$ cat config.mk
export PLATFORM = sky130hd
export DESIGN_NAME = spi_master_top
export DESIGN_NICKNAME = d
export VERILOG_FILES = /design/src/verilog/spi_phy_pkg.sv /design/src/verilog/spi_cmd_pkg.sv /design/src/verilog/spi_master_top.sv /design/src/verilog/spi_ctrl.sv /design/src/verilog/spi_shifter.sv /design/src/verilog/sclk_gen.sv /design/src/verilog/cmd_queue.sv
export VERILOG_INCLUDE_DIRS = /design/src /design/src/verilog
export SDC_FILE = /design/constraint.sdc
export NUM_CORES = 1
export LEC_CHECK = 0
export ABC_AREA = 0
export BUFFER_PORTS_ARGS = -buffer_cell sky130_fd_sc_hd__buf_2
export CORE_ASPECT_RATIO = 0.5
export CORE_MARGIN = 1.5
export CORE_UTILIZATION = 50
export CTS_CLUSTER_SIZE = 10
export DETAILED_ROUTE_END_ITERATION = 8
export GPL_TIMING_DRIVEN = 0
export PLACE_DENSITY = 0.68
export RECOVER_POWER = 50
export SETUP_SLACK_MARGIN = 0.02
export SYNTH_ARGS = -nofsm -noshare
export SYNTH_HDL_FRONTEND = slang
export SYNTH_SLANG_ARGS = --single-unit
$ cat constraint.sdc
create_clock -name clk -period 2.99 [get_ports clk]
set_input_delay 0.598 -clock clk [delete_from_list [all_inputs] [get_ports clk]]
set_output_delay 0.598 -clock clk [all_outputs]
set_load 0.03 [all_outputs]
$ cat src/verilog/spi_defines.svh
`ifndef SPI_DEFINES_SVH
`define SPI_DEFINES_SVH

// Command queue entries and the host's starting credit count.
`define SPI_CMD_DEPTH 4

// Response credits held by the master after reset.
`define SPI_RSP_CREDITS 2

// clk cycles per sclk half period.
`define SPI_HALF_DIV 4

`define SPI_ADDR_W 3
`define SPI_DATA_W 8

// One frame is the kind flag, the address and the data.
`define SPI_CMD_W (1 + `SPI_ADDR_W + `SPI_DATA_W)

`endif
$ cat src/verilog/spi_phy_pkg.sv
`default_nettype none

`include "spi_defines.svh"

package spi_phy_pkg;

  // Output pins of the master.
  typedef struct packed {
    logic sclk;
    logic cs_n;
    logic mosi;
  } spi_pins_t;

  // Controller to shifter.
  typedef struct packed {
    logic                  load;  // Pulses one cycle to copy word into the shifter.
    logic [`SPI_CMD_W-1:0] word;  // Frame to send.
  } shift_ctl_t;

  // Frame sequencing states.
  typedef enum logic [2:0] {
    IDLE,
    SETUP,
    SHIFT,
    HOLD
  } ctrl_state_t;

endpackage

`default_nettype wire

$ cat src/verilog/spi_cmd_pkg.sv
`default_nettype none

`include "spi_defines.svh"

package spi_cmd_pkg;

  // Host command word with fields in the order they leave on mosi.
  typedef struct packed {
    logic                   wr;    // Set for a write.
    logic [`SPI_ADDR_W-1:0] addr;  // Register address.
    logic [`SPI_DATA_W-1:0] data;  // Write data that a read ignores.
  } spi_cmd_t;

  // Read response returned to the host.
  typedef struct packed {
    logic [`SPI_ADDR_W-1:0] addr;  // Address of the read.
    logic [`SPI_DATA_W-1:0] data;  // Last bits sampled from miso.
  } spi_rsp_t;

endpackage

`default_nettype wire

$ cat src/verilog/spi_master_top.sv
`timescale 1ns/1ps
`default_nettype none

`include "spi_defines.svh"

module spi_master_top (
  input  logic                  clk,
  input  logic                  rst_n,
  input  logic                  cmd_push,
  input  spi_cmd_pkg::spi_cmd_t cmd,
  input  logic                  miso,
  input  logic                  rsp_credit,
  output logic                  cmd_credit,
  output spi_phy_pkg::spi_pins_t pins,
  output logic                  rsp_valid,
  output spi_cmd_pkg::spi_rsp_t rsp
);
  import spi_cmd_pkg::*;
  import spi_phy_pkg::*;

  spi_cmd_t               head;
  logic                   not_empty;
  logic                   pop;
  shift_ctl_t             shift_ctl;
  logic                   run;
  logic                   rise;
  logic                   fall;
  logic                   done;
  logic [`SPI_DATA_W-1:0] rx_data;
  logic                   sclk;
  logic                   cs_n;
  logic                   mosi;

  assign pins.sclk = sclk;
  assign pins.cs_n = cs_n;
  assign pins.mosi = mosi;

  cmd_queue u_queue (
    .clk        (clk),
    .rst_n      (rst_n),
    .cmd_push   (cmd_push),
    .cmd        (cmd),
    .pop        (pop),
    .head       (head),
    .not_empty  (not_empty),
    .cmd_credit (cmd_credit)
  );

  spi_ctrl u_ctrl (
    .clk        (clk),
    .rst_n      (rst_n),
    .head       (head),
    .not_empty  (not_empty),
    .rise       (rise),
    .fall       (fall),
    .done       (done),
    .rx_data    (rx_data),
    .rsp_credit (rsp_credit),
    .pop        (pop),
    .shift_ctl  (shift_ctl),
    .run        (run),
    .cs_n       (cs_n),
    .rsp_valid  (rsp_valid),
    .rsp        (rsp)
  );

  sclk_gen u_sclk (
    .clk   (clk),
    .rst_n (rst_n),
    .run   (run),
    .sclk  (sclk),
    .rise  (rise),
    .fall  (fall)
  );

  spi_shifter u_shifter (
    .clk       (clk),
    .rst_n     (rst_n),
    .shift_ctl (shift_ctl),
    .rise      (rise),
    .fall      (fall),
    .miso      (miso),
    .mosi      (mosi),
    .rx_data   (rx_data),
    .done      (done)
  );

endmodule

`default_nettype wire

$ cat src/verilog/spi_ctrl.sv
`timescale 1ns/1ps
`default_nettype none

`include "spi_defines.svh"

module spi_ctrl (
  input  logic                    clk,
  input  logic                    rst_n,
  input  spi_cmd_pkg::spi_cmd_t   head,
  input  logic                    not_empty,
  input  logic                    rise,
  input  logic                    fall,
  input  logic                    done,
  input  logic [`SPI_DATA_W-1:0]  rx_data,
  input  logic                    rsp_credit,
  output logic                    pop,
  output spi_phy_pkg::shift_ctl_t shift_ctl,
  output logic                    run,
  output logic                    cs_n,
  output logic                    rsp_valid,
  output spi_cmd_pkg::spi_rsp_t   rsp
);
  import spi_phy_pkg::*;

  localparam int HW  = $clog2(`SPI_HALF_DIV + 1);
  localparam int CRW = $clog2(`SPI_RSP_CREDITS + 1);

  ctrl_state_t            state;
  logic [HW-1:0]          hcnt;
  logic [CRW-1:0]         credits;
  logic                   seen_done;
  logic                   is_read;
  logic [`SPI_ADDR_W-1:0] addr_q;
  logic                   start;
  logic                   rd_start;
  logic                   half_end;
  logic                   shift_end;

  // A read at the head blocks everything behind it until a credit is back.
  assign start     = (state == IDLE) && not_empty && (head.wr || (credits != '0));
  assign rd_start  = start && !head.wr;
  assign half_end  = (hcnt == HW'(`SPI_HALF_DIV - 1));
  assign shift_end = (state == SHIFT) && fall && seen_done;

  assign pop            = start;
  assign shift_ctl.load = start;
  assign shift_ctl.word = head;
  assign run            = (state == SHIFT);

  always_ff @(posedge clk or negedge rst_n)
  begin
    if (!rst_n)
    begin
      state     <= IDLE;
      hcnt      <= '0;
      cs_n      <= 1'b1;
      seen_done <= 1'b0;
      is_read   <= 1'b0;
      rsp_valid <= 1'b0;
    end
    else
    begin
      rsp_valid <= 1'b0;
      case (state)
        IDLE:
        begin
          if (start)
          begin
            state   <= SETUP;
            cs_n    <= 1'b0;  // First bit is already on mosi.
            hcnt    <= '0;
            is_read <= !head.wr;
          end
        end
        SETUP:
        begin
          if (half_end)
          begin
            state <= SHIFT;
            hcnt  <= '0;
          end
          else
            hcnt <= hcnt + 1'b1;
        end
        SHIFT:
        begin
          if (rise && done)
            seen_done <= 1'b1;
          if (shift_end)
          begin
            state     <= HOLD;
            cs_n      <= 1'b1;
            seen_done <= 1'b0;
            rsp_valid <= is_read;  // First cycle of HOLD.
          end
        end
        HOLD:
        begin
          if (half_end)
          begin
            state <= IDLE;
            hcnt  <= '0;
          end
          else
            hcnt <= hcnt + 1'b1;
        end
        default: state <= IDLE;
      endcase
    end
  end

  always_ff @(posedge clk or negedge rst_n)
  begin
    if (!rst_n)
      credits <= CRW'(`SPI_RSP_CREDITS);
    else
    begin
      case ({rsp_credit, rd_start})
        2'b10:   credits <= credits + 1'b1;
        2'b01:   credits <= credits - 1'b1;
        default: credits <= credits;
      endcase
    end
  end

  // Response payload.
  always_ff @(posedge clk)
  begin
    if (start)
      addr_q <= head.addr;
    if (shift_end)
    begin
      rsp.addr <= addr_q;
      rsp.data <= rx_data;
    end
  end

endmodule

`default_nettype wire

$ cat src/verilog/spi_shifter.sv
`timescale 1ns/1ps
`default_nettype none

`include "spi_defines.svh"

module spi_shifter (
  input  logic                    clk,
  input  logic                    rst_n,
  input  spi_phy_pkg::shift_ctl_t shift_ctl,
  input  logic                    rise,
  input  logic                    fall,
  input  logic                    miso,
  output logic                    mosi,
  output logic [`SPI_DATA_W-1:0]  rx_data,
  output logic                    done
);

  logic [`SPI_CMD_W-1:0] word;
  logic [3:0]            bit_cnt;

  // MSB first, so mosi is always the top of the word.
  assign mosi = word[`SPI_CMD_W-1];
  assign done = rise && (bit_cnt == 4'(`SPI_CMD_W - 1));  // 12th rise.

  always_ff @(posedge clk or negedge rst_n)
  begin
    if (!rst_n)
    begin
      word    <= '0;
      bit_cnt <= '0;
    end
    else if (shift_ctl.load)
    begin
      word    <= shift_ctl.word;
      bit_cnt <= '0;
    end
    else
    begin
      if (fall)
        word <= {word[`SPI_CMD_W-2:0], 1'b0};  // Next bit after the falling edge.
      if (rise)
        bit_cnt <= bit_cnt + 1'b1;
    end
  end

  // Shifts in miso on each rise.
  always_ff @(posedge clk)
  begin
    if (rise)
      rx_data <= {rx_data[`SPI_DATA_W-2:0], miso};
  end

endmodule

`default_nettype wire

$ cat src/verilog/sclk_gen.sv
`timescale 1ns/1ps
`default_nettype none

`include "spi_defines.svh"

module sclk_gen #(
  parameter int HALF_DIV = `SPI_HALF_DIV
) (
  input  logic clk,
  input  logic rst_n,
  input  logic run,
  output logic sclk,
  output logic rise,
  output logic fall
);

  localparam int CW = (HALF_DIV > 1) ? $clog2(HALF_DIV) : 1;

  logic [CW-1:0] cnt;
  logic          toggle;

  assign toggle = run && (cnt == CW'(HALF_DIV - 1));  // Last cycle of a half period.
  assign rise   = toggle && !sclk;
  assign fall   = toggle && sclk;

  always_ff @(posedge clk or negedge rst_n)
  begin
    if (!rst_n)
    begin
      cnt  <= '0;
      sclk <= 1'b0;
    end
    else if (!run)
    begin
      cnt  <= '0;
      sclk <= 1'b0;  // Idle low between frames.
    end
    else if (toggle)
    begin
      cnt  <= '0;
      sclk <= !sclk;
    end
    else
      cnt <= cnt + 1'b1;
  end

endmodule

`default_nettype wire

$ cat src/verilog/cmd_queue.sv
`timescale 1ns/1ps
`default_nettype none

`include "spi_defines.svh"

module cmd_queue #(
  parameter int DEPTH = `SPI_CMD_DEPTH
) (
  input  logic                  clk,
  input  logic                  rst_n,
  input  logic                  cmd_push,
  input  spi_cmd_pkg::spi_cmd_t cmd,
  input  logic                  pop,
  output spi_cmd_pkg::spi_cmd_t head,
  output logic                  not_empty,
  output logic                  cmd_credit
);
  import spi_cmd_pkg::*;

  localparam int PW = (DEPTH > 1) ? $clog2(DEPTH) : 1;
  localparam int CW = $clog2(DEPTH + 1);

  spi_cmd_t        mem [DEPTH];
  logic [PW-1:0]   wr_ptr;
  logic [PW-1:0]   rd_ptr;
  logic [CW-1:0]   count;

  assign head      = mem[rd_ptr];
  assign not_empty = (count != '0);

  // Entry storage.
  always_ff @(posedge clk)
  begin
    if (cmd_push)
      mem[wr_ptr] <= cmd;
  end

  always_ff @(posedge clk or negedge rst_n)
  begin
    if (!rst_n)
    begin
      wr_ptr     <= '0;
      rd_ptr     <= '0;
      count      <= '0;
      cmd_credit <= 1'b0;
    end
    else
    begin
      cmd_credit <= pop;  // Credit goes back the cycle after the pop.
      if (cmd_push)
        wr_ptr <= (wr_ptr == PW'(DEPTH - 1)) ? '0 : wr_ptr + 1'b1;
      if (pop)
        rd_ptr <= (rd_ptr == PW'(DEPTH - 1)) ? '0 : rd_ptr + 1'b1;
      case ({cmd_push, pop})
        2'b10:   count <= count + 1'b1;
        2'b01:   count <= count - 1'b1;
        default: count <= count;
      endcase
    end
  end

endmodule

`default_nettype wire

==> summary.md <==
| Metric | Value |
|---|---|
| TritonCTS buffer count | 9 |
| Setup-failing EPs final | 0 |
| Largest family of logic cells by synthesized area | multiplexers |
| Worst path required time | between 3 and 4 ns |
| Crit path buffers/inverters | 4 |
| Final wirelength | approximately 7.2 mm |
| Syn_area_per_cell | between 15 and 20 um^2 |
| Mux share of post-synthesis cell area | 10.33% |
| Initial core utilization | 53.13% |
| Critical path's largest stage delay | between 0.4 and 0.5 ns |
| Post-route DRC | 0 |
| VDD IR max | 0.3882 mV |
| Crit path time final | 2.709 ns |
| H-tree depth | 3 |
| Cell Area, Synth | approximately 0.0044 mm^2 |
| CTS tree | yes |
| Status | complete, but fails checks |
| Vias | around 2200 |
| GP Congestion | slightly above 0.7 |
| Row Count | 23 |
| CP cell instances | buf_4, mux2i_1, a22oi_2, nand3_1, inv_2, clkbuf_4, ha_1, inv_1, fa_1, xor2_1, nor2_1, xor2_1 |
| Most common cell on crit path | xor2_1 |
| Root buf cell | clkbuf_16 |
| Post-Synth XOR/XNOR Area | around 2.0% |
| Number of synthesized register bits | ~110 |
| Startpoint Class | flip-flop |
| Yosys cell types | 41 |
| Postcts setup bufs | 0 |
| Initial DRC count | roughly 150 |
| Die H | between 60 and 70 um |
| Slew Viols, Final | 39 |
| Vias in the first global route | 2400 |
| CTS Buffer Depth | 2 |
| Met1 wire length | between 3 and 4 mm |
| Die area | ~0.0094 mm^2 |
| Final net count | roughly 350 |
| Number of routed nets with antenna violations | 0 |
| Met3 routed WL | ~320 um |
| Hold Path Class | in -> reg |
| Crit-path leading delay family | adder cells |
| Post-Route Utilization | between 60% and 70% |
| Area grow syn2layout | 13.30% |
| Post-DP Area | approximately 0.0047 mm^2 |
| Failing checks | capacitance limit, slew limit |
| Pwr dens | between 900 and 1000 mW/mm^2 |
| Worst skew pair latency | 0.35 ns |
| Yosys warns | 0 |
| I/O Pins | 33 |
| Number of synthesized flops with an enable pin | 70 |
| IO Port Bufs | 32 |
| Total track usage | about 17% |
| Worst-Margin Slew | a little over 2 ns |
| PostCTS Resize Cnt | 0 |
| Initial antenna violation count | 0 |
| Critical path class | reg -> reg |
| Synthesized instance count | 270 |
| Fin. Hold Viols | 0 |
| DP Wirelength | 4.924 mm |
| Share of cells above drive strength 1 | between 10% and 20% |
| Die X-Extent | ~140 um |
| Synthesized-area fraction occupied by adder cells | approximately 4.7% |
| GRT Residual Overflow | 0 |
| Cell area after layout | 0.004955 mm^2 |
| Max FO, Critical Path | 14 |
| Clk pin slew, worst setup/hold paths | ~0.07 ns |
| Highest routed layer | met4 |
| Worst path slowest cell | fa_1 |
| Core box area | between 0.008 and 0.009 mm^2 |
| RSZ-0062 raised after global routing | false |
| CP endpoint kind | flip-flop |
| Largest net degree at the start of global routing | 39 |
| CP Data Arrival Time | ~3.0 ns |
| First-pass GRT wire length | roughly 12 mm |
| Clock skew | 0.005468 ns |
| Complex-gate fraction of the synthesized area | 4.893% |
| Dpl cells | a little over 400 |
| Synth Flop Type | edfxtp_1 |
| Max Clk Rate | between 300 and 400 MHz |
| CTS Hold Buffers Added | 0 |
| Metal2 WL | ~3.5 mm |
| Simple-Gate Fraction of Synth Area | 5.179% |
| Syn nets | 303 |
| First-pass DRT Iterations | 4 |
| Post-synthesis sequential area ratio | between 60% and 70% |
| Post-route setup TNS | 0 ns |
| Slew margin rel. | -35.96% |
| Vias per cell | ~5.2 |
| DR WL/cell | approximately 17 um |
| Post-synth ARST share | 35.19% |
| Number of diodes | 0 |
| MaxCap Viol Count | 1 |
| Layout Cells excl Fill | 429 |
| P_leak | roughly 2 nW |
| Num Clock Sinks | around 110 |
| Crit share post-route | between 90 and 100% |
## worst register-to-register path, cell delays in order (launching register included)
cell and delay, ns:
dfrtp_1 0.40, buf_4 0.17, mux2i_1 0.17, a22oi_2 0.23, nand3_1 0.17, inv_2 0.13
clkbuf_4 0.25, ha_1 0.21, inv_1 0.07, fa_1 0.42, xor2_1 0.15, nor2_1 0.11
xor2_1 0.15
## cells in the mapped netlist (all sizes together), types with 4 or more instances
master / count / area (um^2)
o21ai: 16 / 80.08
xnor2: 5 / 43.79
a21oi: 4 / 20.02
dfrtp: 36 / 900.9
nand3: 4 / 20.02
ha: 15 / 187.7
xor2: 5 / 43.79
mux2i: 17 / 170.2
and2: 7 / 43.79
clkbuf: 4 / 15.01
nand2: 16 / 60.06
nor2: 8 / 30.03
mux4: 11 / 247.7
edfxtp: 70 / 2102
inv: 13 / 48.79
buf: 10 / 66.31
## final cells by class
cell class / instances / area [um^2]
plain buffers: 13 / 80.08
clock buffers: 9 / 225.2
clock inverters: 7 / 73.82
fillers: 645 / 3276
inverters: 13 / 48.80
multi-input cells: 135 / 1192
flip-flops and latches: 108 / 3055
well taps: 112 / 140.1
repair buffers: 32 / 138.9
## state kept, by name, summed over array words and instances (netlist names)
signal,count
u_ctrl.state,2
u_queue.mem,48
u_sclk.sclk,1
u_ctrl.cs_n,1
u_ctrl.credits,2
u_shifter.bit_cnt,4
u_ctrl.seen_done,1
u_sclk.cnt,2
u_queue.count,3
u_ctrl.rsp,11
u_queue.wr_ptr,2
u_ctrl.hcnt,3
u_ctrl.addr_q,3
u_ctrl.is_read,1
u_queue.cmd_credit,1
u_queue.rd_ptr,2
u_shifter.rx_data,8
u_ctrl.rsp_valid,1
u_shifter.word,12
## power breakdown
part | internal (mW) | switching, mW | leakage [nW] | total (mW)
sequential | 1.96 | 0.169 | 1.11 | 2.13
combinational | 0.603 | 0.780 | 0.736 | 1.38
clock | 0.653 | 0.527 | 0.146 | 1.18
total | 3.22 | 1.48 | 2.00 | 4.70
## cells in the final DEF (no fill, tap or decap), types with 6 or more instances in the layout
cell	n
mux2i_1	17
clkbuf_16	9
and2_1	6
nor2_1	8
dfrtp_1	36
clkbuf_1	20
edfxtp_1	70
mux4_2	11
o21ai_0	16
nand2_1	16
buf_2	19
inv_1	12
ha_1	15
## stage by stage
stage	hold slack (ns)	worst slack [ns]	power, mW
floorplan	0.3024	0.4900	3.177
global placement	0.4026	0.2077	3.456
detailed placement	0.4181	0.08304	3.558
CTS	0.3840	0.07658	4.732
global route	0.4125	0.08593	4.985
finish	0.4263	0.2812	4.697
## per-layer routing
metal  vias to the layer above  GRT usage [%]
li1                       1073              -
met2                        40          28.17
met3                         7          5.372
met1                      1116          21.34
met5                         -              0
met4                         0          5.376
## worst paths after layout
kind | start | end | slack [ns] | depth (start not counted)
max | u_queue.rd_ptr[1] | u_queue.count[2] | 0.28 | 12
min | miso | u_shifter.rx_data[0] | 0.43 | 1
max reg2reg | u_queue.rd_ptr[1] | u_queue.count[2] | 0.28 | 12
min reg2reg | u_shifter.rx_data[7] | u_ctrl.rsp[7] | 0.43 | 0
max in group asynchronous | rst_n | u_ctrl.is_read | 0.99 | 1
min in group asynchronous | rst_n | u_queue.wr_ptr[1] | 0.82 | 1
## kinds of logic (layout without fill, tap and decap cells)
kind of cell    count (synthesis)  count (layout)
buf+inv                        27              74
fa+ha+maj                      16              16
mux                            31              31
compound gates                 32              32
xor+xnor                       10              10
flops                         108             108
simple gates                   46              46
Power figures use the tool's default switching activity.
